## config.mk

```make
export PLATFORM = sky130hd
export DESIGN_NAME = l1c_miss_queue
export DESIGN_NICKNAME = d
export VERILOG_FILES = /design/src/l1c_pkg.sv /design/src/l1c_miss_queue.sv
export VERILOG_INCLUDE_DIRS = /design/src
export SDC_FILE = /design/constraint.sdc
export NUM_CORES = 1
export LEC_CHECK = 0
export CAP_MARGIN = 25
export CORE_AREA = 2 2 172 174
export DETAILED_ROUTE_END_ITERATION = 10
export DIE_AREA = 0 0 174 176
export DONT_BUFFER_PORTS = 1
export GPL_ROUTABILITY_DRIVEN = 0
export REMOVE_ABC_BUFFERS = 1
export SETUP_SLACK_MARGIN = 0.02
export SLEW_MARGIN = 15
export SYNTH_ARGS = -nofsm -noshare
export SYNTH_HDL_FRONTEND = slang
export SYNTH_SLANG_ARGS = --single-unit
```

## constraint.sdc

```tcl
create_clock -name clk -period 5.7 [get_ports clk]
set_input_delay 0 -clock clk [delete_from_list [all_inputs] [get_ports clk]]
set_output_delay 0 -clock clk [all_outputs]
set_load 0.03 [all_outputs]
```

## src/l1c_defs.svh

```systemverilog
`ifndef L1C_DEFS_SVH
`define L1C_DEFS_SVH

// Four ways of 32 sets each
`define L1C_NUM_WAYS 4
`define L1C_NUM_SETS 32
`define L1C_SET_BITS 5

// A request names a whole line, so there are no offset bits
`define L1C_ADDR_BITS 26
`define L1C_TAG_BITS (`L1C_ADDR_BITS - `L1C_SET_BITS)
`define L1C_LINE_BITS 128

// Strands of the core that can each have one miss outstanding
`define L1C_NUM_STRANDS 4

// Opcodes carried on the L2 response channel
`define L2RSP_OP_BITS 2
`define L2RSP_LOAD_ACK 2'd0
`define L2RSP_INVALIDATE 2'd1

`endif

```

## src/l1c_pkg.sv

```systemverilog
`default_nettype none

`include "l1c_defs.svh"

package l1c_pkg;

	typedef logic [`L1C_TAG_BITS-1:0] tag_t;
	typedef logic [`L1C_LINE_BITS-1:0] line_t;
	typedef logic [$clog2(`L1C_NUM_WAYS)-1:0] way_t;
	typedef logic [$clog2(`L1C_NUM_STRANDS)-1:0] strand_t;
	typedef logic [`L1C_NUM_STRANDS-1:0] strand_mask_t;

	// The set sits in the low bits and the tag above it
	typedef struct packed {
		tag_t tag;
		logic [`L1C_SET_BITS-1:0] set;
	} line_addr_t;

	// One access from the core
	typedef struct packed {
		strand_t strand;
		line_addr_t addr;
	} l1_req_t;

	// Line fetch sent to L2 with the way it should be filled into
	typedef struct packed {
		strand_t strand;
		way_t way;
		line_addr_t addr;
	} l2_req_t;

	// Response from L2, valid for a single cycle
	typedef struct packed {
		logic valid;
		logic [`L2RSP_OP_BITS-1:0] op;
		way_t way;
		line_addr_t addr;
		line_t data;
	} l2_rsp_t;

endpackage

`default_nettype wire

```

## src/l1c_miss_queue.sv

```systemverilog
`default_nettype none

`include "l1c_defs.svh"

module l1c_miss_queue (
	input wire clk,
	input wire reset,
	input wire miss_i,
	input wire l1c_pkg::l1_req_t miss_req_i,
	input wire l1c_pkg::way_t victim_way_i,
	output logic l2req_valid_o,
	output l1c_pkg::l2_req_t l2req_o,
	input wire l2req_ready_i,
	input wire l1c_pkg::l2_rsp_t l2rsp_i,
	output l1c_pkg::strand_mask_t load_complete_o
);

	// One pending miss per strand since a strand waits on its load
	l1c_pkg::strand_mask_t valid_q;
	l1c_pkg::strand_mask_t issued_q;
	l1c_pkg::line_addr_t addr_q [`L1C_NUM_STRANDS];
	l1c_pkg::way_t way_q [`L1C_NUM_STRANDS];
	l1c_pkg::strand_t rr_q;
	l1c_pkg::strand_mask_t ack_mask;
	l1c_pkg::strand_mask_t merge_mask;
	l1c_pkg::strand_mask_t ready_mask;
	l1c_pkg::strand_t pick;
	logic pick_valid;
	logic load_ack;
	logic load_req;

	assign load_ack = l2rsp_i.valid && l2rsp_i.op == `L2RSP_LOAD_ACK;

	// Every strand waiting on the returned line finishes together
	always_comb
	begin
		for (int s = 0; s < `L1C_NUM_STRANDS; s++)
		begin
			ack_mask[s] = load_ack && valid_q[s] && addr_q[s] == l2rsp_i.addr;
			merge_mask[s] = valid_q[s] && !ack_mask[s] && addr_q[s] == miss_req_i.addr;
		end
	end

	assign ready_mask = valid_q & ~issued_q & ~ack_mask;

	// Round robin starting at the pointer so the closest strand after it wins
	always_comb
	begin
		l1c_pkg::strand_t idx;
		pick_valid = 1'b0;
		pick = rr_q;
		for (int i = `L1C_NUM_STRANDS - 1; i >= 0; i--)
		begin
			idx = rr_q + l1c_pkg::strand_t'(i);
			if (ready_mask[idx])
			begin
				pick_valid = 1'b1;
				pick = idx;
			end
		end
	end

	// The output register reloads when empty or when its request is taken
	assign load_req = pick_valid && (!l2req_valid_o || l2req_ready_i);

	always_ff @(posedge clk, posedge reset)
	begin
		if (reset)
		begin
			valid_q <= '0;
			issued_q <= '0;
			rr_q <= '0;
			l2req_valid_o <= 1'b0;
			load_complete_o <= '0;
		end
		else
		begin
			load_complete_o <= ack_mask;
			if (load_req)
			begin
				l2req_valid_o <= 1'b1;
				rr_q <= pick + 1'b1;
			end
			else if (l2req_ready_i)
				l2req_valid_o <= 1'b0;
			valid_q <= valid_q & ~ack_mask;
			issued_q <= (issued_q & ~ack_mask)
				| (load_req ? l1c_pkg::strand_mask_t'(1) << pick : '0);
			// A miss to a line already pending rides on the earlier request
			if (miss_i)
			begin
				valid_q[miss_req_i.strand] <= 1'b1;
				issued_q[miss_req_i.strand] <= |merge_mask;
			end
		end
	end

	always_ff @(posedge clk)
	begin
		if (miss_i)
		begin
			addr_q[miss_req_i.strand] <= miss_req_i.addr;
			way_q[miss_req_i.strand] <= victim_way_i;
		end
		if (load_req)
			l2req_o <= '{strand: pick, way: way_q[pick], addr: addr_q[pick]};
	end

endmodule

`default_nettype wire

```

==> impl_metrics.py <==
metrics = {
    "setup_path": {
        "crit_required_ps": 5930,
        "crit_arrival_ps": 4230,
        "startpoint_type": "flip-flop",
        "path_max_fanout": 28,
        "reg2reg_depth": 10,
        "path_class": "flip-flop to flip-flop",
        "crit_path_end_kind": "flip-flop",
    },
    "timing": {
        "finalSetupViolCount": 0,
        "hold_violations": 0,
        "worstMarginPinSlew_ps": 727,
        "fin_tns_setup_ps": 0,
        "max_slew_margin_pct": 51.1,
        "max_freq_mhz": 250,
        "period_needed_ps": 4000,
        "maxSlewViolCount": 0,
        "min_period_over_period_pct": 70.1,
        "rsz0062_at_grt": "false",
        "finClkSkew_ps": 15.4,
        "hold_ws_ps": 40.5,
    },
    "yosys": {
        "synthMuxAreaShare_pct": 9.86,
        "syn_area_per_cell_um2": 13.2,
        "synth-xor-area-share_pct": 21.9,
        "synth_top_family_by_area": "XOR/XNOR gates",
        "ys_seq_area_share_pct": 54.4,
        "synth-compound-area-share_pct": 2.73,
        "synthSimpleGateAreaFrac_pct": 7.63,
        "synthCells": 644,
        "ys_seq_elements": 157,
        "yosys.area_share.adder_pct": 0,
        "synth.distinct_cells": 41,
        "yosysWarnings": 0,
        "syn-cell-area_um2": 8530,
    },
    "finish": {
        "layout_commonest_cell": "xnor2_1",
        "nNetsFinal": 862,
        "final_cell_mix": "xnor2_1, edfxtp_1, mux2i_1",
        "fill_cells": 2853,
        "antenna-diode-count": 0,
        "area_growth_syn_to_layout_pct": 15.5,
        "layout-drive-gt1-share_pct": 7.77,
    },
    "cts": {
        "htreeDepth": 4,
        "numCtsBuffers": 17,
        "cts_buffer_depth": 2,
        "path_clk_slew_ps": 60,
        "cts_setup_buffers": 0,
        "root_buffer": "clkbuf_16",
        "ctsResizeCount": 0,
        "cts_tree": "built",
        "clkSinkCount": 157,
        "clock_latency_ps": 430,
    },
    "power": {
        "max-vdd-ir-drop_v": 0.000250,
        "p_sw_share_pct": 36.5,
        "p_sw_w": 0.00159,
        "cellInternalPower_w": 0.00277,
        "power_frac_clock_pct": 25.4,
        "power_frac_seq_pct": 43.4,
        "p_leak_nw": 3.34,
        "power_per_cell_area_nw_per_um2": 443,
        "pwr-share-comb_pct": 31.2,
    },
    "floorplan": {
        "core_area_um2": 28500,
        "pin_count": 228,
        "initial_utilization_pct": 29.9,
        "die_x_um": 174,
        "fp.dieArea_um2": 30600,
        "die_height_um": 176,
        "std_cell_rows": 62,
    },
    "detailed_routing": {
        "ant_nets": 0,
        "dr_total_vias": 5344,
        "routedWlPerCell_um": 24.7,
        "drt_iter0_drc": 604,
        "drc": 0,
        "first_pass_iters": 5,
        "finalWirelength_mm": 26.3,
        "vias_per_cell": 5.01,
    },
    "grt": {
        "track_usage_pct": 17.5,
        "antenna_found_initial": 0,
        "grt.overflow.total": 0,
        "grt_max_degree": 32,
        "grt_pass1_wl_mm": 38.4,
        "first_global_vias": 5605,
    },
    "run": {
        "cap_violations": 0,
    },
    "worst_hold_path": {
        "whs_path_depth": 5,
        "hold_class": "input port to flip-flop",
    },
    "placement": {
        "dp_hpwl_mm": 19.0,
        "port_buffers": 0,
    },
    "run_status": {
        "status": "finished clean",
    },
}
==> sequential cells by signal, indices dropped and copies added, names as in the netlist <==
signal,count
l2req_o,30
valid_q,4
way_q,8
addr_q,104
l2req_valid_o,1
issued_q,4
rr_q,2
load_complete_o,4
==> stage by stage <==
| step | instances | total power, W | util [%] | setup slack (ps) | instance area (µm²) |
|---|---|---|---|---|---|
| after CTS | 1066 | 0.00440 | 34.5 | 1720 | 9840 |
| after global placement | 993 | 0.00325 | 31.0 | 1870 | 8850 |
| after global routing | 1066 | 0.00456 | 34.5 | 1490 | 9840 |
| after detailed placement | 995 | 0.00326 | 31.2 | 1740 | 8900 |
| after floorplan | 602 | 0.00291 | - | 120 | 8280 |
| final | 1066 | 0.00436 | 34.5 | 1700 | 9840 |
==> synth_stat cells <==
library cell	instances	share of area, %
o21a_2	1	0.10
or4_1	1	0.088
o311ai_2	1	0.19
o211ai_1	1	0.088
nand4_1	48	3.5
buf_4	7	0.62
nor4_4	1	0.25
xnor2_2	6	1.1
inv_1	11	0.48
buf_2	24	1.4
a211oi_1	1	0.088
nor3_1	11	0.65
nand3_1	9	0.53
nor2b_1	1	0.073
o21ai_0	2	0.12
nor3b_4	1	0.22
xor2_1	58	6.0
xnor2_1	144	15
a311oi_1	2	0.21
o2bb2ai_1	1	0.10
mux2i_1	84	9.9
nor3b_1	1	0.088
buf_6	5	0.66
a21oi_1	7	0.41
nand3b_1	2	0.18
inv_2	1	0.044
nand2b_1	1	0.073
a41oi_1	1	0.10
and3_1	1	0.073
a21oi_2	1	0.10
a311o_1	3	0.35
clkbuf_1	6	0.26
a222oi_1	1	0.12
o22ai_1	3	0.22
dfrtp_1	15	4.4
nor4_1	15	1.1
nand2_1	9	0.40
a21o_1	2	0.18
nor2_1	9	0.40
edfxtp_1	142	50
a22oi_1	4	0.35
==> final timing paths <==
path                                               from                            to  slack (ps)
max in group asynchronous                         reset         issued_q[3]$_DFF_PP0_        5240
worst min register to register     valid_q[0]$_DFF_PP0_          valid_q[0]$_DFF_PP0_         530
worst max register to register  addr_q[3][14]$_DFFE_PP_          l2req_o[1]$_DFFE_PP_        1700
min in group asynchronous                         reset  load_complete_o[2]$_DFF_PP0_          70
worst max-delay path            addr_q[3][14]$_DFFE_PP_          l2req_o[1]$_DFFE_PP_        1700
worst min-delay path                       l2rsp_i[156]  load_complete_o[0]$_DFF_PP0_          40
==> final cells by class <==
cell class,instances,area (µm²),area share [%]
multi-input combinational,433,3630,36.9
inverter,12,46.3,0.470
timing repair buffer,48,490,4.98
clock inverter,13,125,1.27
sequential,157,4640,47.1
clock buffer,19,433,4.40
tap,384,480,4.88
==> metal layers <==
layer / vias to the layer above / share of wire, % / GRT usage [%]
li1: 2396 / - / -
met1: 2667 / 42 / 22.3
met2: 238 / 47 / 28.3
met3: 43 / 8.3 / 4.87
met4: 0 / 2.8 / 6.76
met5: - / 0 / 0
==> what timing repair did <==
| action | CTS | global route |
|---|---|---|
| endpoints found under the setup margin | 0 | 0 |
| hold endpoints to repair | 155 | 0 |
| hold buffers | 39 | 0 |
==> worst max-delay path, cell delays in order (launching register included) <==
cell and delay, ps:
edfxtp_1 430, xnor2_1 380, nand4_1 140, nor3_1 630
a21oi_2 210, o311ai_2 280, o21a_2 210, clkinv_2 560
buf_4 490, mux2i_1 160, mux2i_1 270
==> power groups by stage <==
stage / logic [W] / registers (W) / clock network, W
floorplan: 0.00103 / 0.00188 / 0
global route: 0.00147 / 0.00192 / 0.00118
finish: 0.00136 / 0.00189 / 0.00111
detailed placement: 0.00134 / 0.00192 / 0
CTS: 0.00138 / 0.00190 / 0.00112
global placement: 0.00133 / 0.00192 / 0
==> kinds of logic after synthesis <==
logic type,count (synthesis)
xor+xnor,208
flops,157
simple gates,110
mux,84
buf+inv,54
compound gates,31
No activity file was read; power rests on OpenSTA's default activity.
