### src/l1c_defs.svh
`ifndef L1C_DEFS_SVH
`define L1C_DEFS_SVH

// Four ways of 32 sets each
`define L1C_NUM_WAYS 4
`define L1C_NUM_SETS 32
`define L1C_SET_BITS 5

// A request names a whole line, so there are no offset bits
`define L1C_ADDR_BITS 26
`define L1C_TAG_BITS (`L1C_ADDR_BITS - `L1C_SET_BITS)
`define L1C_LINE_BITS 128

// Strands of the core that can each have one miss outstanding
`define L1C_NUM_STRANDS 4

// Opcodes carried on the L2 response channel
`define L2RSP_OP_BITS 2
`define L2RSP_LOAD_ACK 2'd0
`define L2RSP_INVALIDATE 2'd1

`endif

### src/l1c_pkg.sv
`default_nettype none

`include "l1c_defs.svh"

package l1c_pkg;

	typedef logic [`L1C_TAG_BITS-1:0] tag_t;
	typedef logic [`L1C_LINE_BITS-1:0] line_t;
	typedef logic [$clog2(`L1C_NUM_WAYS)-1:0] way_t;
	typedef logic [$clog2(`L1C_NUM_STRANDS)-1:0] strand_t;
	typedef logic [`L1C_NUM_STRANDS-1:0] strand_mask_t;

	// The set sits in the low bits and the tag above it
	typedef struct packed {
		tag_t tag;
		logic [`L1C_SET_BITS-1:0] set;
	} line_addr_t;

	// One access from the core
	typedef struct packed {
		strand_t strand;
		line_addr_t addr;
	} l1_req_t;

	// Line fetch sent to L2 with the way it should be filled into
	typedef struct packed {
		strand_t strand;
		way_t way;
		line_addr_t addr;
	} l2_req_t;

	// Response from L2, valid for a single cycle
	typedef struct packed {
		logic valid;
		logic [`L2RSP_OP_BITS-1:0] op;
		way_t way;
		line_addr_t addr;
		line_t data;
	} l2_rsp_t;

endpackage

`default_nettype wire

### src/l1c_lru.sv
`default_nettype none

`include "l1c_defs.svh"

module l1c_lru (
	input wire clk,
	input wire reset,
	input wire access_i,
	input wire [`L1C_SET_BITS-1:0] set_i,
	input wire use_i,
	input wire l1c_pkg::way_t use_way_i,
	output l1c_pkg::way_t victim_way_o
);

	// Age 0 is the most recent use and the highest age marks the victim
	l1c_pkg::way_t [`L1C_NUM_WAYS-1:0] age_q [`L1C_NUM_SETS];
	logic [`L1C_SET_BITS-1:0] set_q;
	l1c_pkg::way_t [`L1C_NUM_WAYS-1:0] set_age;
	l1c_pkg::way_t use_age;

	assign set_age = age_q[set_q];
	assign use_age = set_age[use_way_i];

	// The ages of a set are a permutation so exactly one way is the oldest
	always_comb
	begin
		victim_way_o = '0;
		for (int w = 0; w < `L1C_NUM_WAYS; w++)
			if (set_age[w] == l1c_pkg::way_t'(`L1C_NUM_WAYS - 1))
				victim_way_o = l1c_pkg::way_t'(w);
	end

	always_ff @(posedge clk, posedge reset)
	begin
		if (reset)
		begin
			set_q <= '0;
			// Way 0 starts as the youngest and way 3 as the oldest
			for (int s = 0; s < `L1C_NUM_SETS; s++)
				for (int w = 0; w < `L1C_NUM_WAYS; w++)
					age_q[s][w] <= l1c_pkg::way_t'(w);
		end
		else
		begin
			if (access_i)
				set_q <= set_i;
			// The used way becomes youngest and every way younger than it ages by one
			if (use_i)
			begin
				for (int w = 0; w < `L1C_NUM_WAYS; w++)
				begin
					if (l1c_pkg::way_t'(w) == use_way_i)
						age_q[set_q][w] <= '0;
					else if (set_age[w] < use_age)
						age_q[set_q][w] <= set_age[w] + 1'b1;
				end
			end
		end
	end

endmodule

`default_nettype wire

### config.mk
export PLATFORM = sky130hd
export DESIGN_NAME = l1c_lru
export DESIGN_NICKNAME = d
export VERILOG_FILES = /design/src/l1c_pkg.sv /design/src/l1c_lru.sv
export VERILOG_INCLUDE_DIRS = /design/src
export SDC_FILE = /design/constraint.sdc
export NUM_CORES = 1
export LEC_CHECK = 0
export BUFFER_PORTS_ARGS = -buffer_cell sky130_fd_sc_hd__buf_2
export CAP_MARGIN = 20
export CORE_AREA = 2 2 186 188
export CTS_CLUSTER_SIZE = 40
export DETAILED_ROUTE_END_ITERATION = 8
export DIE_AREA = 0 0 188 190
export GPL_TIMING_DRIVEN = 0
export HOLD_SLACK_MARGIN = 0.05
export PLACE_DENSITY = 0.61
export SYNTH_ARGS = -nofsm -noshare
export SYNTH_HDL_FRONTEND = slang
export SYNTH_SLANG_ARGS = --single-unit
### constraint.sdc
create_clock -name clk -period 9.2 [get_ports clk]
set_clock_uncertainty 0.2 [all_clocks]
set_input_delay 1.38 -clock clk [delete_from_list [all_inputs] [get_ports clk]]
set_output_delay 1.38 -clock clk [all_outputs]
set_load 0.005 [all_outputs]
==> results of run 1 <==
[critical path, cell delays in order, from the launching register on]
cell,delay [ps]
dfrtp_1,310
buf_2,130
buf_2,460
buf_2,470
buf_2,390
buf_2,540
buf_2,540
mux4_2,410
a22oi_1,160
nand4_1,330
mux4_2,540
inv_1,260
ha_1,200
clkbuf_1,420
nor2_1,200
clkbuf_1,270
o21ai_0,230
o41ai_1,230
mux2_2,340
[power groups by stage]
stage / logic, W / clock network [W] / registers [W]
finish: 0.00156 / 0.00115 / 0.00179
global route: 0.00167 / 0.00121 / 0.00183
CTS: 0.00153 / 0.00116 / 0.00179
detailed placement: 0.00152 / 0 / 0.00180
global placement: 0.00149 / 0 / 0.00179
floorplan: 0.00106 / 0 / 0.00174
[cell families (layout without fill, tap and decap cells)]
family                     Yosys count  in the layout  share of synthesized area
muxes                              270            270                     0.2195
adders and majority gates            7              7                   0.005862
buffers and inverters              198            268                    0.05578
AOI/OAI and AO/OA                  377            377                     0.1904
and+or+nand+nor                    216            216                    0.08057
DFF                                261            261                     0.4479
[placed cells by master, fill, tap and decap left out, types with 4 or more instances in the layout]
cell       count
or2_2          6
clkbuf_8       5
and3b_1        4
clkbuf_16     31
o41ai_2       27
or3_1         32
nor4_1         4
inv_1         72
dfrtp_1      133
buf_2         57
o21ai_0       96
buf_1          9
mux2_2        92
buf_6          4
mux2i_1      106
clkinv_2       7
a21oi_1        4
o211ai_1      60
or4bb_1        6
clkbuf_1      69
nor3_1        34
o31ai_1       60
nand2_1       43
mux2_1        39
nor2_1        46
o41ai_1       39
nand4_1        6
a22oi_1       16
o2bb2ai_1      4
mux4_2        33
or4b_2         4
dfstp_2      128
or4_1          4
nand4b_1       4
o22ai_1       58
ha_1           7
[layout make-up]
class,count,area [sq um]
clock buffer,40,859.6
fill,3088,17320
inverter,73,281.5
clock inverter,13,80.08
sequential,261,6691
multi-input combinational,870,7430
timing repair buffer,17,156.4
buffer,125,559.3
tap,455,569.3
[state kept, by name, summed over array words and instances (netlist names)]
signal  cells
age_q     256
set_q       5
[final timing paths]
check / from / depth (start not counted) / slack [ps] / endpoint
setup / recovery: set_q[1] / 18 / 2410 / age_q[140]
hold / removal: age_q[47] / 2 / 260 / age_q[47]
setup reg to reg: set_q[1] / 18 / 2410 / age_q[140]
hold reg to reg: age_q[47] / 2 / 260 / age_q[47]
max in group asynchronous: reset / 3 / 7370 / age_q[65]
min in group asynchronous: reset / 2 / 560 / age_q[203]
[metrics by stage]
step	utilization	TNS, ps	hold slack (ps)	worst slack (ps)	instances
after global placement	0.4586	-321980	247.4	-2458	1796
after detailed placement	0.4617	0	251.0	2567	1800
after global routing	0.4898	0	279.7	2210	1854
after CTS	0.4893	0	260.9	2560	1853
final	0.4898	0	260.4	2415	1854
after floorplan	-	0	237.6	648.3	1329
[routing by layer]
layer / GRT usage / vias up / share of wire
met5: 0 / - / 0.00031
met4: 0.1859 / 2 / 0.068
met3: 0.08504 / 199 / 0.097
met2: 0.4752 / 679 / 0.42
met1: 0.4381 / 6241 / 0.41
li1: - / 5184 / -
==> results.sh, run 1 <==
export IMPL_status="finished, final reports clean"
export IMPL_maxCapViolations=0
export IMPL_cp_arrival_ps=7030
export IMPL_p_leak_nw=6.903
export IMPL_cp_start_kind="register"
export IMPL_synth_top_cell_area_share=0.2251
export IMPL_period_minus_slack_ps=6785
export IMPL_crit_type="reg2reg"
export IMPL_drc=0
export IMPL_drv_slew=0
export IMPL_finalHoldViolations=0
export IMPL_wl_per_cell_microns=31.35
export IMPL_grt_pass1_vias=12046
export IMPL_tightest_slew_ps=1337
export IMPL_dpl_instance_area_sq_mm=0.01567
export IMPL_rsz0062_at_grt="no"
export IMPL_min_path_type="reg2reg"
export IMPL_swShare=0.3833
export IMPL_routed_wirelength_microns=58130
export IMPL_synth_cell_types=54
export IMPL_synth_flop_cell="dfrtp_1"
export IMPL_clkPwrFrac=0.255
export IMPL_vdd_drop_max_mv=0.1931
export IMPL_dieWidth_microns=188
export IMPL_async_reset_ff_frac=1.000
export IMPL_seqPwrFrac=0.398
export IMPL_h_tree_depth=1
export IMPL_cts_sinks=261
export IMPL_ys_ff_latch=261
export IMPL_synthTopCellsByArea="dfstp_2 (23%), dfrtp_1 (22%), mux2i_1 (7.1%)"
export IMPL_dr_pass1_iters=6
export IMPL_setup_viol=0
export IMPL_synth_common_cells="dfrtp_1 (133), dfstp_2 (128), mux2i_1 (106)"
export IMPL_crit_path_end_kind="register"
export IMPL_clkTransAtPathRegs_ps=60
export IMPL_synth_area_per_cell_sq_um=11.24
export IMPL_grt_use_total=0.3253
export IMPL_cts_buffers_inserted=29
export IMPL_die_h_microns=190
export IMPL_avgViaCountPerCell=6.637
export IMPL_power_internal_w=0.002773
export IMPL_syn_area_sq_mm=0.01494
export IMPL_critPathRequiredTime_ps=9450
export IMPL_cts_root_buf="clkbuf_16"
export IMPL_grt_max_degree=121
export IMPL_dr_first_iter_drc_count=1263
export IMPL_start_util=0.4401
export IMPL_p_comb_frac=0.347
export IMPL_overflow=0
export IMPL_drt_antenna_violating_nets=0
export IMPL_switchingPower_w=0.001724
export IMPL_diodes=0
export IMPL_fmax_mhz=147.4
export IMPL_clock_path_buffers=3
export IMPL_drive_gt1_frac=0.3031
export IMPL_p_per_area_mw_per_mm2=270.4
export IMPL_io_pins=13
export IMPL_antenna_found_initial=1
export IMPL_nets=1395
export IMPL_portBuffers=12
export IMPL_via_count=12305
export IMPL_synth_edf_count=0
export IMPL_dieArea_sq_mm=0.03572
export IMPL_coreArea_sq_mm=0.03395
export IMPL_synthCells=1329
export IMPL_fin_area_sq_mm=0.01663
export IMPL_area_growth_pct=11.30
export IMPL_synth_most_common_cell="dfrtp_1"
export IMPL_worstPathMaxFanout=10
export IMPL_clock_latency_ps=580
export IMPL_ys_seq_area_frac=0.4479
export IMPL_synth_nets=1347
export IMPL_cts_resized=0
export IMPL_ys_warnings_count=0
export IMPL_hpwl_microns=41550
export IMPL_finalCritPeriodShare=0.7375
export IMPL_power_w=0.004497
export IMPL_cts_tree="yes"
export IMPL_yosysTopAreaCell="dfstp_2"
export IMPL_relSlewSlack=0.1053
export IMPL_num_rows=68
export IMPL_grt_pass1_wl_microns=83700
export IMPL_hold_buffers=0
export IMPL_gp_congestion=1.051
export IMPL_post_cts_buffers=0
No activity file was read; power rests on OpenSTA's default activity.
==> run 2, diff against run 1 <==
Settings changed: PLACE_DENSITY 0.61 to 0.64.
Clock period 9.2 ns to 5.55 ns, I/O delays scaled along.
==> results.sh, run 2 (synthesis gave the netlist of run 1 again) <==
export IMPL_wl_per_cell_microns=31.07
export IMPL_crit_family="buffers and inverters"
export IMPL_seqPwrFrac=0.388
export IMPL_start_util=0.4401
export IMPL_cp_slowest_cell="o41ai_1"
export IMPL_coreArea_sq_mm=0.03395
export IMPL_reg2reg_depth=13
export IMPL_drc=0
export IMPL_critPathBufInv=5
export IMPL_clkPwrFrac=0.266
export IMPL_h_tree_depth=1
export IMPL_antenna_found_initial=0
export IMPL_p_comb_frac=0.346
export IMPL_tightest_slew_ps=981.4
export IMPL_portBuffers=12
export IMPL_clock_latency_ps=570
export IMPL_nets=1399
export IMPL_worstPathMaxFanout=10
export IMPL_largest_register_ffs=256
export IMPL_drt_antenna_violating_nets=0
export IMPL_grt_pass1_vias=12237
export IMPL_dr_first_iter_drc_count=1405
export IMPL_cts_tree="yes"
export IMPL_period_minus_slack_ps=5434
export IMPL_r2r_setup_slack_ps=120
export IMPL_swShare=0.3813
export IMPL_maxCapViolations=0
export IMPL_overflow=0
export IMPL_cts_root_buf="clkbuf_16"
export IMPL_final_cell_mix="dfrtp_1 (133), dfstp_2 (128), mux2i_1 (106), o21ai_0 (96), mux2_2 (92)"
export IMPL_clkTransAtPathRegs_ps=60
export IMPL_cpMostUsedCell="clkbuf_1"
export IMPL_finalCritPeriodShare=0.9791
export IMPL_critPathRequiredTime_ps=5800
export IMPL_crit_type="reg2reg"
export IMPL_worstSetupPathDepth=13
export IMPL_reg2reg_to="age_q[180]"
export IMPL_regMostFlops="age_q"
export IMPL_die_h_microns=190
export IMPL_mostFrequentLayoutCell="dfrtp_1"
export IMPL_diodes=0
export IMPL_finalHoldViolations=0
export IMPL_routed_wirelength_microns=57790
export IMPL_regToRegStartpoint="set_q[3]"
export IMPL_p_leak_nw=7.062
export IMPL_cp_arrival_ps=5680
export IMPL_grt_pass1_wl_microns=84060
export IMPL_num_rows=68
export IMPL_area_growth_pct=13.41
export IMPL_cp_cell_sequence="clkbuf_1 -> clkbuf_1 -> clkbuf_1 -> nand2_1 -> nor2_4 -> a22oi_1 -> nand4_1 -> mux4_2 -> inv_1 -> ha_1 -> clkbuf_1 -> o41ai_1 -> mux2_2"
export IMPL_dpl_cell_count=1807
export IMPL_dieArea_sq_mm=0.03572
export IMPL_via_count=12366
export IMPL_clock_path_buffers=3
export IMPL_cts_buffers_inserted=30
export IMPL_io_pins=13
export IMPL_rsz0062_at_grt="no"
export IMPL_min_path_type="in2async"
export IMPL_cp_slowest_stage_delay_ps=950
export IMPL_crit_path_end_kind="register"
export IMPL_switchingPower_w=0.002918
export IMPL_vdd_drop_max_mv=0.3175
export IMPL_setup_viol=0
export IMPL_hpwl_microns=41930
export IMPL_cts_sinks=261
export IMPL_nFillCells=3039
export IMPL_fmax_mhz=184.0
export IMPL_cp_start_kind="register"
export IMPL_relSlewSlack=0.3429
export IMPL_grt_max_degree=44
export IMPL_dieWidth_microns=188
export IMPL_dr_pass1_iters=6
export IMPL_reg_largest_list="age_q (256), set_q (5)"
export IMPL_gp_congestion=1.070
export IMPL_p_per_area_mw_per_mm2=451.6
export IMPL_power_internal_w=0.004734
export IMPL_drive_gt1_frac=0.3310
export IMPL_drv_slew=0
export IMPL_grt_use_total=0.3231
export IMPL_status="finished, final reports clean"
export IMPL_hold_slack_ps=62.59
export IMPL_final_cells=1860
export IMPL_avgViaCountPerCell=6.648
run 2: changes by cell type in the layout (fill, tap and decap cells not counted), moves of 5 or more:
| cell | before | now |
|---|---|---|
| nor3_1 | 34 | 22 |
| nor3_2 | 1 | 13 |
| clkbuf_1 | 69 | 58 |
| clkbuf_2 | 0 | 9 |
| buf_12 | 0 | 7 |
| buf_2 | 57 | 51 |
| buf_4 | 3 | 8 |
run 2: metrics by stage:
step                      TNS [ps]  cell area, sq um  power, W  utilization  setup WS, ps
after floorplan                  0             14940  0.004640            -          1014
after global placement     -260830             15570  0.005423       0.4587         -1027
after detailed placement   -219820             15780  0.005509       0.4648         -1041
after CTS                        0             16890  0.007581       0.4976         69.69
after global routing             0             16940  0.007988       0.4991         42.89
final                            0             16940  0.007652       0.4991         116.2
run 2: timing repair:
| item | in CTS | in global routing |
|---|---|---|
| resized for setup | 32 | 22 |
| setup buffers | 1 | 0 |
| hold buffers | 0 | 0 |
| gates cloned | 0 | 0 |
| setup endpoints to repair | 258 | 169 |
run 2: metal layers:
metal	vias up	track usage	routed length [microns]
met5	-	0	0
met4	0	0.1635	3367
met3	186	0.07785	5991
met2	717	0.4800	24860
met1	6270	0.4410	23570
li1	5193	-	-
run 2: cell type report:
| cell class | instances | area (sq um) | area share |
|---|---|---|---|
| Multi-Input combinational cell | 870 | 7540 | 0.4450 |
| Sequential cell | 261 | 6691 | 0.3949 |
| Clock buffer | 41 | 873.3 | 0.05155 |
| Buffer | 121 | 589.3 | 0.03478 |
| Tap cell | 455 | 569.3 | 0.03360 |
| Inverter | 73 | 277.8 | 0.01639 |
| Timing Repair Buffer | 24 | 260.3 | 0.01536 |
| Clock inverter | 15 | 141.4 | 0.008345 |
run 2: worst max-delay path by stage:
stage,end,slack [ps],from
6_report,age_q[180],120,set_q[3]
5_1_grt,age_q[247],40,set_q[3]
4_1_cts,age_q[40],70,set_q[0]
3_5_place_dp,age_q[40],-1040,set_q[1]
3_3_place_gp,age_q[40],-1030,set_q[1]
2_1_floorplan,age_q[28],1010,set_q[1]
run 2: power by group through the flow:
stage / logic, W / registers, W / clock network, W
2_1_floorplan: 0.00175 / 0.00289 / 0
3_3_place_gp: 0.00246 / 0.00296 / 0
3_5_place_dp: 0.00253 / 0.00298 / 0
4_1_cts: 0.00256 / 0.00296 / 0.00206
5_1_grt: 0.00281 / 0.00303 / 0.00215
6_report: 0.00264 / 0.00297 / 0.00204
