<file path="src/sram_1r1w.sv">
`default_nettype none

// Registered-read memory with one read and one write port
module sram_1r1w #(
	parameter type payload_t = logic [7:0],
	parameter int DEPTH = 32
) (
	input wire clk,
	input wire rd_en_i,
	input wire [$clog2(DEPTH)-1:0] rd_addr_i,
	output payload_t rd_data_o,
	input wire wr_en_i,
	input wire [$clog2(DEPTH)-1:0] wr_addr_i,
	input wire payload_t wr_data_i
);

	payload_t mem [DEPTH];

	// A read of the address being written gets the value from before the write
	always_ff @(posedge clk)
	begin
		if (rd_en_i)
			rd_data_o <= mem[rd_addr_i];
	end

	always_ff @(posedge clk)
	begin
		if (wr_en_i)
			mem[wr_addr_i] <= wr_data_i;
	end

endmodule

`default_nettype wire

</file>
<file path="config.mk">
export PLATFORM = sky130hd
export DESIGN_NAME = sram_1r1w
export DESIGN_NICKNAME = d
export VERILOG_FILES = /design/src/sram_1r1w.sv
export SDC_FILE = /design/constraint.sdc
export NUM_CORES = 1
export LEC_CHECK = 0
export ABC_CLOCK_PERIOD_IN_PS = 2100
export BUFFER_PORTS_ARGS = -buffer_cell sky130_fd_sc_hd__buf_2
export CAP_MARGIN = 20
export CORE_ASPECT_RATIO = 1.4
export CORE_UTILIZATION = 35
export DETAILED_ROUTE_END_ITERATION = 12
export PLACE_DENSITY = 0.61
export SETUP_SLACK_MARGIN = 0.2
export SYNTH_ARGS = -nofsm -noshare
export SYNTH_HDL_FRONTEND = slang
export SYNTH_SLANG_ARGS = --single-unit
</file>
<file path="constraint.sdc">
create_clock -name clk -period 2.1 [get_ports clk]
set_input_delay 0.105 -clock clk [delete_from_list [all_inputs] [get_ports clk]]
set_output_delay 0.105 -clock clk [all_outputs]
set_load 0.005 [all_outputs]
</file>
==> metrics.txt, run 1 <==
worst path arrival time about 2.2 ns; largest area contributor in the netlist edfxtp_1; critical path's slowest cell mux4_2; first-pass GRT wire length between 30 and 40 mm; worst slew pin tran 0.614 ns; final count of pins violating max slew 0; Worst setup EP type flip-flop; Bufs on Longest Clock Path 3; clk_lat worst skew just over 0.5 ns; final period utilization 0.938; Seq pwr share 0.577; Cell Chain, Critical Path mux4_2 -> mux4_2 -> mux2_4; Initial DRC Count around 370; reg2reg start mem[5][3]; vias in the first global route between 4,000 and 5,000; power share of the clock group 0.367; I/O Pins 29; n_diodes 0; Antenna Nets Post-Route 0; most frequent cells in the layout edfxtp_1 (264), mux4_2 (80), buf_4 (35), nor2_1 (33), buf_2 (27); RSZ-0062 raised after global routing true; power after layout ~10,000 uW; die width 146 um; Worst Path Max Fanout 1; sum of negative setup slack 0 ns; post-layout net count 515; critical path endpoint rd_data_o[3]; Peak supply drop between 0.0005 and 0.0006 V; outcome complete, no violations; Reg clk slew, reported paths about 0.060 ns; cell area after synthesis about 10,000 um^2; unique cell type count in the Yosys netlist 14; num rows between 70 and 80; drt wl/cell 23.2 um; TritonCTS buffer count 23; Sw Ratio 0.203; drt via density 5.04; Core Util, Final 0.413; GRT Total Usage 0.143; Synth Area per Inst 24.3 um^2; clock period minus worst slack between 1.5 and 2 ns; WL final approximately 20 mm; Mapped Cells roughly 420; layout cells sized above 1 0.373; Worst slew margin 0.590; Yosys reg bits approximately 260; WHS roughly 0.12 ns; Worst Setup SP mem[5][3]; largest net degree at the start of global routing 33; H-tree levels 1; Final Hold Vio Count 0; CTS sink count approximately 260; clock root buffer clkbuf_16; ranking of synthesized cells by area edfxtp_1 (78%), mux4_2 (18%), nor2_1 (1.2%); P_sw roughly 2100 uW; GPL Wtd Cong around 0.76; worst r2r dst rd_data_o[3]; Highest Clock Rate 508 MHz; Syn Nets 438; DRT Pass-1 Iters 4; final setup fails 0; Yosys warnings 0; Worst path most repeated cell mux4_2; most common cell after layout, fill and taps aside edfxtp_1; initial antenna violation count 0; die area roughly 30,000 um^2; Initial Utilization 0.357; Synth top area share 0.782; synthesis-to-finish area growth 15.9%; Core Area between 20,000 and 30,000 um^2; power density cells 871 nW/um^2; internal power between 8000 and 9000 uW; Leakage between 0.003 and 0.004 uW; R2R cell count 3; DP Wirelength around 14 mm; Setup CP Type flip-flop to flip-flop; vias post-DR around 4,400; Comb pwr share 0.057; max-cap viol count 0; Final Skew ~0.0065 ns; HP Class input pin to flip-flop; IO buf count 28; fillcell total around 2,400; CTS tree done; WHS Path Cells 2; DIE HEIGHT approximately 200 um; DRC 0; global route overflow 0; sequential element share of the synthesized area 0.782; slowest stage delay, CP 0.55 ns; required time worst endpoint between 2 and 2.5 ns; kind of start point of the critical path flip-flop; flop2flop setup slack between 0.1 and 0.15 ns
## through the flow
step	area [um^2]	instances	setup slack, ns
2_1_floorplan	10200	417	0.201
3_3_place_gp	11100	843	-0.168
3_5_place_dp	11100	843	-0.147
4_1_cts	11700	882	0.105
5_1_grt	11700	882	0.116
6_report	11700	882	0.130
## power by group through the flow
stage / Sequential [uW] / Combinational (uW) / Clock (uW)
after floorplan: 6010 / 319 / 0
after global placement: 6010 / 574 / 0
after detailed placement: 6010 / 583 / 0
after CTS: 5900 / 594 / 3820
after global routing: 5900 / 619 / 4010
final: 5900 / 578 / 3750
## flip-flops by register name (all words and copies together) (netlist names)
| signal | cells |
|---|---|
| mem | 256 |
| rd_data_o | 8 |
## worst min path at each step
stage / startpoint / endpoint
after floorplan: wr_data_i[0] / mem[0][0]
after global routing: rd_addr_i[3] / rd_data_o[2]
after CTS: rd_addr_i[3] / rd_data_o[2]
after global placement: rd_en_i / rd_data_o[4]
after detailed placement: rd_en_i / rd_data_o[0]
final: rd_addr_i[3] / rd_data_o[2]
## logic make-up after synthesis
group | after synthesis | share of synthesized area
buffers and inverters | 20 | 0.0105
flip-flops | 264 | 0.782
AND/OR/NAND/NOR | 45 | 0.0205
multiplexers | 88 | 0.187
## cell type report
class                   count  area (um^2)  area share
repair buffers             72          588      0.0501
multi-input cells         133         2110       0.180
clock buffers              27          591      0.0503
well taps                 375          469      0.0400
clock inverters            11         52.6     0.00448
flip-flops and latches    264         7930       0.675
## worst max-delay path, delay by kind of cell, from the launching register on
family / cells / cell delay (ns)
flip-flops: 1 / 0.38
multiplexers: 3 / 1.35
## per-layer routing
metal  global-route usage  share of wire  up-vias
li1                     -              -     1931
met1                0.174           0.40     2418
met2                0.263           0.55       72
met3               0.0159          0.026       25
met4               0.0504          0.023        0
met5                    0              0        -
## Yosys cell counts
master / number
edfxtp_1: 264
buf_6: 1
nand3b_1: 5
nand3_1: 2
nor2_1: 33
buf_1: 6
mux4_2: 80
buf_2: 1
buf_4: 6
or3_1: 1
clkbuf_1: 6
nand2_1: 1
or3b_2: 3
mux2_2: 8
## what timing repair did
item | in CTS | in global routing
setup buffers | 0 | 0
endpoints found under the setup margin | 7 | 8
hold endpoints to repair | 8 | 0
hold buffers | 1 | 0
gates resized for setup | 4 | 0
(Power assumes the default switching activity.)
==> inputs of run 2 (changes only) <==
--- a/config.mk
+++ b/config.mk
@@ -5,6 +5,7 @@
 export SDC_FILE = /design/constraint.sdc
 export NUM_CORES = 1
 export LEC_CHECK = 0
+export ABC_AREA = 1
 export ABC_CLOCK_PERIOD_IN_PS = 2100
 export BUFFER_PORTS_ARGS = -buffer_cell sky130_fd_sc_hd__buf_2
 export CAP_MARGIN = 20
==> run 2 against run 1 <==
Against the previous run:
- total power increased by 4.4%
- non-clock buffer count rose by 2
- final cell count increased by 56%
- clock power is 9.1% higher
- critical path depth up 5
- combinational power grew 20%
- hold slack better by 0.0046 ns
- sequential power barely moved
- critical path type unchanged
- largest cell class unchanged
- largest power group unchanged
==> metrics.txt, run 2 <==
outcome complete, no violations; Seq pwr share 0.552; worst slew pin tran ~0.7 ns; die area between 30,000 and 40,000 um^2; most frequent cell after synthesis nand2_1; n_diodes 0; ranking of synthesized cells by area edfxtp_1 (73%), nand2_1 (12%), nand3_1 (9.4%); drt via density slightly below 5; Worst setup EP type flip-flop; power density cells 873 nW/um^2; clock period minus worst slack approximately 1.3 ns; Reg clk slew, reported paths roughly 0.06 ns; CTS tree done; first-pass GRT wire length approximately 40 mm; post-cts sizing count 0; flop2flop setup slack about 0.8 ns; global route overflow 0; Synth Area per Inst ~12 um^2; clk_lat worst skew about 0.54 ns; die width between 150 and 200 um; ys async rst share 0; vias post-DR ~7,000; TritonCTS buffer count 23; Worst Setup SP mem[31][5]; worst path arrival time 1.59 ns; Leakage roughly 0.0045 uW; final setup fails 0; Yosys warnings 0; I/O Pins 29; Synth top cells by count nand2_1 (360), edfxtp_1 (264), nand3_1 (204); final period utilization 0.618; placed instance area around 11,000 um^2; reg2reg start mem[31][5]; Core Area 30,600 um^2; final worst setup slack about 0.80 ns; Comb pwr share 0.065; DRC 0; WHS around 0.12 ns; P_sw 2350 uW; HP Class input pin to flip-flop; Post-CTS Hold Buffers 2; kind of start point of the critical path flip-flop; IO buf count 28; largest reg by FF count mem; Largest register FFs about 260; Antenna Nets Post-Route 0; DRT Pass-1 Iters 4; worst r2r dst rd_data_o[5]; Initial DRC Count ~450; cell area after synthesis 10,900 um^2; Syn Nets 943; Final Skew 0.0219 ns; CTS sink count 264; DIE HEIGHT about 210 um; required time worst endpoint ~2.4 ns; GRT Total Usage 0.168; internal power between 8000 and 9000 uW; GPL Wtd Cong around 0.79; vias in the first global route slightly below 7,000; worst slack, placed approximately 0.43 ns; Mapped Cells a little over 900; Highest Clock Rate ~770 MHz; clock root buffer clkbuf_16; min-delay src wr_addr_i[3]; max-cap viol count 0; top flop regs mem x256, rd_data_o x8; Bufs on Longest Clock Path 3; most common cell after layout, fill and taps aside nand2_1; synthesis-to-finish area growth 12.6%; Synth top area share 0.730; num rows 76; R2R cell count 8; Core Util, Final 0.399; Worst slew margin 0.525; Post-CTS Setup Inserts 0; post-layout net count around 1,000; final count of pins violating max slew 0; Setup CP Type flip-flop to flip-flop; Worst Path Max Fanout 1; final instance area 12,200 um^2; critical path endpoint rd_data_o[5]; H-tree levels 1; Final Hold Vio Count 0; WL final between 20 and 30 mm; largest net degree at the start of global routing around 130; RSZ-0062 raised after global routing false; sum of negative setup slack 0 ns; sequential element share of the synthesized area 0.730; largest area contributor in the netlist edfxtp_1; power share of the clock group 0.383; layout cells sized above 1 0.107; Sw Ratio 0.220; DP Wirelength about 15 mm; unique cell type count in the Yosys netlist 11; Peak supply drop between 0.0004 and 0.0005 V; Yosys reg bits 264; initial antenna violation count 0; EDFF count, synth roughly 260; Top FF cell, synth edfxtp_1; most frequent cells in the layout nand2_1 (360), edfxtp_1 (264), nand3_1 (204), buf_4 (39), nor2_1 (32); drt wl/cell approximately 19 um; Initial Utilization 0.355
[run 2: worst min-delay path by stage]
stage / to / cells past startpoint
after detailed placement: rd_data_o[6] / 1
after CTS: mem[29][3] / 3
after global routing: mem[29][3] / 3
final: mem[29][3] / 3
after floorplan: mem[0][0] / 0
after global placement: rd_data_o[6] / 1
[run 2: power groups by stage]
stage / clock network [uW] / registers [uW] / logic (uW)
4_1_cts: 4150 / 5900 / 706
2_1_floorplan: 0 / 6010 / 422
3_3_place_gp: 0 / 6010 / 694
6_report: 4090 / 5900 / 694
5_1_grt: 4340 / 5900 / 776
3_5_place_dp: 0 / 6010 / 701
[run 2: worst max-delay path, cell delays in order (launching register included)]
cell	delay, ns
edfxtp_1	0.36
nand2_1	0.08
nand3_1	0.09
nand3_1	0.10
nand2_1	0.06
nand2_1	0.14
nand2_1	0.10
nand2_1	0.09
nand2_1	0.05
[run 2: area by class of cell]
type                            instances  area (um^2)
Tap cell                              390          488
Clock inverter                         14          126
Fill cell                            2925        18400
Timing Repair Buffer                   74          568
Inverter                               10         38.8
Sequential cell                       264         7930
Clock buffer                           27          591
Multi-Input combinational cell        596         2490
[run 2: kinds of logic after synthesis]
family,after synthesis,synth area share
AND/OR/NAND/NOR,596,0.229
buffers and inverters,62,0.0411
flip-flops,264,0.730
[run 2: metrics by stage]
stage          cells  power [uW]
3_3_place_gp    1332        6710
2_1_floorplan    922        6430
6_report        1375       10700
4_1_cts         1375       10800
5_1_grt         1375       11000
3_5_place_dp    1332        6710
[run 2: metal layers]
metal | track usage | vias to the layer above | share of wire
li1 | - | 3290 | -
met1 | 0.199 | 3296 | 0.39
met2 | 0.303 | 164 | 0.53
met3 | 0.0195 | 47 | 0.041
met5 | 0 | - | 0
met4 | 0.0717 | 0 | 0.035
==> inputs of run 3 (changes only) <==
--- a/config.mk
+++ b/config.mk
@@ -6,13 +6,13 @@
 export NUM_CORES = 1
 export LEC_CHECK = 0
 export ABC_AREA = 1
-export ABC_CLOCK_PERIOD_IN_PS = 2100
+export ABC_CLOCK_PERIOD_IN_PS = 1200
 export BUFFER_PORTS_ARGS = -buffer_cell sky130_fd_sc_hd__buf_2
 export CAP_MARGIN = 20
 export CORE_ASPECT_RATIO = 1.4
 export CORE_UTILIZATION = 35
 export DETAILED_ROUTE_END_ITERATION = 12
-export PLACE_DENSITY = 0.61
+export PLACE_DENSITY = 0.59
 export SETUP_SLACK_MARGIN = 0.2
 export SYNTH_ARGS = -nofsm -noshare
 export SYNTH_HDL_FRONTEND = slang
==> constraint.sdc (replaced) <==
create_clock -name clk -period 1.2 [get_ports clk]
set_input_delay 0.06 -clock clk [delete_from_list [all_inputs] [get_ports clk]]
set_output_delay 0.06 -clock clk [all_outputs]
set_load 0.005 [all_outputs]
==> run 3 against run 2 <==
Against the previous run:
- the run now ends with negative setup slack left
- utilization grew 2.3 points
- sequential power grew 75%
- via count grew 3.1%
- clock skew shrank 0.010 ns
- fmax grew 4.1%
- sequential share of layout area shrank 3.5 points
- clock power grew 87%
- final cell count grew 2.5%
- combinational power grew 110%
- largest cell class unchanged
- largest power group unchanged
==> metrics.txt, run 3 (same netlist as run 2, synthesis figures left out) <==
Post-CTS Setup Inserts 0; Buf/Inv on CP 0; final period utilization 1.04; most frequent cells in the layout nand2_1 (331), edfxtp_1 (264), nand3_1 (173), buf_4 (51), nand3_2 (31); CTS sink count about 260; post-layout net count ~1,000; layout cells sized above 1 0.190; final worst setup slack -0.0476 ns; vias post-DR 7,009; outcome finished with violations; Worst path most repeated cell nand2_1; clock period minus worst slack 1.25 ns; largest net degree at the start of global routing 47; failing checks negative setup slack; HP Class input pin to flip-flop; global route overflow 0; required time worst endpoint ~1.5 ns; Antenna Nets Post-Route 0; I/O Pins 29; top flop regs mem x256, rd_data_o x8; final count of pins violating max slew 0; CTS tree done; Final Hold Vio Count 0; Core Area 30,600 um^2; initial antenna violation count 3; worst path arrival time about 1.5 ns; WHS 0.0502 ns; first-pass GRT wire length 40.2 mm; worst slew pin tran between 0.6 and 0.7 ns; Reg clk slew, reported paths ~0.070 ns; Worst setup EP type flip-flop; drt wl/cell 18.5 um; DRC 0; slowest stage delay, CP approximately 0.36 ns; power density cells between 1500 and 2000 nW/um^2; drt via density a little under 5; Top Family by Delay on Critical Path simple AND/OR/NAND/NOR gates; num rows 76; DP Wirelength about 16 mm; Initial Utilization 0.355; clk_lat worst skew 0.51 ns; critical path's slowest cell edfxtp_1; DRT Pass-1 Iters 5; Cell Chain, Critical Path nand2_1 -> nand3_2 -> nand3_2 -> nand2_1 -> nand2_1 -> nand2_2 -> nand2_1 -> nand2_1; RSZ-0062 raised after global routing true; GPL Wtd Cong 0.793; die area approximately 32,000 um^2; Setup CP Type flip-flop to flip-flop; final setup fails 5; TritonCTS buffer count 24; synthesis-to-finish area growth 19.0%; Bufs on Longest Clock Path 3; Largest register FFs about 260; IO buf count 28; GRT Total Usage 0.168; Final Skew roughly 0.012 ns; H-tree levels 1; Peak supply drop 0.000913 V; clock root buffer clkbuf_16; largest reg by FF count mem; Initial DRC Count roughly 540; Worst slew margin 0.538; DIE HEIGHT 210 um; die width 151 um; vias in the first global route 7,024; Leakage between 0.004 and 0.005 uW; WL final 26.0 mm; Worst Path Max Fanout 1; Highest Clock Rate ~800 MHz; most common cell after layout, fill and taps aside nand2_1; kind of start point of the critical path flip-flop; max-cap viol count 0; Core Util, Final 0.422
## run 3: changes by cell type in the layout (fill, tap and decap cells not counted), sizes merged
cell / change
buf: +24
clkinv: -1
bufinv: +1
dlygate4sd3: +6
diode: +3
clkbuf: +6
clkinvlp: -3
inv: -1
## run 3: final cells by class
type / instances / area (um^2)
fillers: 2875 / 17700
flip-flops and latches: 264 / 7930
repair buffers: 104 / 958
multi-input cells: 596 / 2730
diodes: 3 / 7.51
inverters: 10 / 38.8
clock inverters: 10 / 125
well taps: 390 / 488
clock buffers: 33 / 656
## run 3: worst register-to-register path, stage by stage, from the launching register on
cell and delay [ns]:
edfxtp_1 0.36, nand2_1 0.09, nand3_2 0.09, nand3_2 0.10, nand2_1 0.06, nand2_1 0.08
nand2_2 0.09, nand2_1 0.07, nand2_1 0.07
## run 3: final timing paths
path / slack, ns / to / from / cells after the start
max reg2reg: -0.05 / rd_data_o[7] / mem[19][7] / 8
max: -0.05 / rd_data_o[7] / mem[19][7] / 8
min: 0.05 / rd_data_o[6] / rd_addr_i[4] / 4
min reg2reg: 0.86 / rd_data_o[7] / mem[2][7] / 8
## run 3: routing by layer
metal	track usage	share of wire	vias up
met5	0	0	-
met4	0.0441	0.019	0
met3	0.0229	0.051	31
met2	0.300	0.53	201
met1	0.211	0.40	3414
li1	-	-	3363
## run 3: where the power goes
group	internal, uW	leakage (uW)	switching [uW]
Combinational	478	0.00204	961
Clock	4470	0.000379	3190
Sequential	10300	0.00239	30.2
## run 3: per-stage QoR
step	area [um^2]	power (uW)	setup TNS, ns	std cells	worst slack, ns
2_1_floorplan	10900	11300	0	922	0.106
3_3_place_gp	11800	11800	-2.16	1356	-0.316
3_5_place_dp	11800	11900	-2.29	1356	-0.340
4_1_cts	12800	19500	-0.161	1407	-0.0338
5_1_grt	12900	20100	-0.722	1408	-0.108
6_report	12900	19400	-0.192	1410	-0.0476
## run 3: timing repair
action                                  in CTS  in global routing
endpoints found under the setup margin      16                 16
hold buffers                                 8                  0
resized for setup                           40                 20
endpoints found under the hold margin      177                  0
pin swaps                                   28                 17
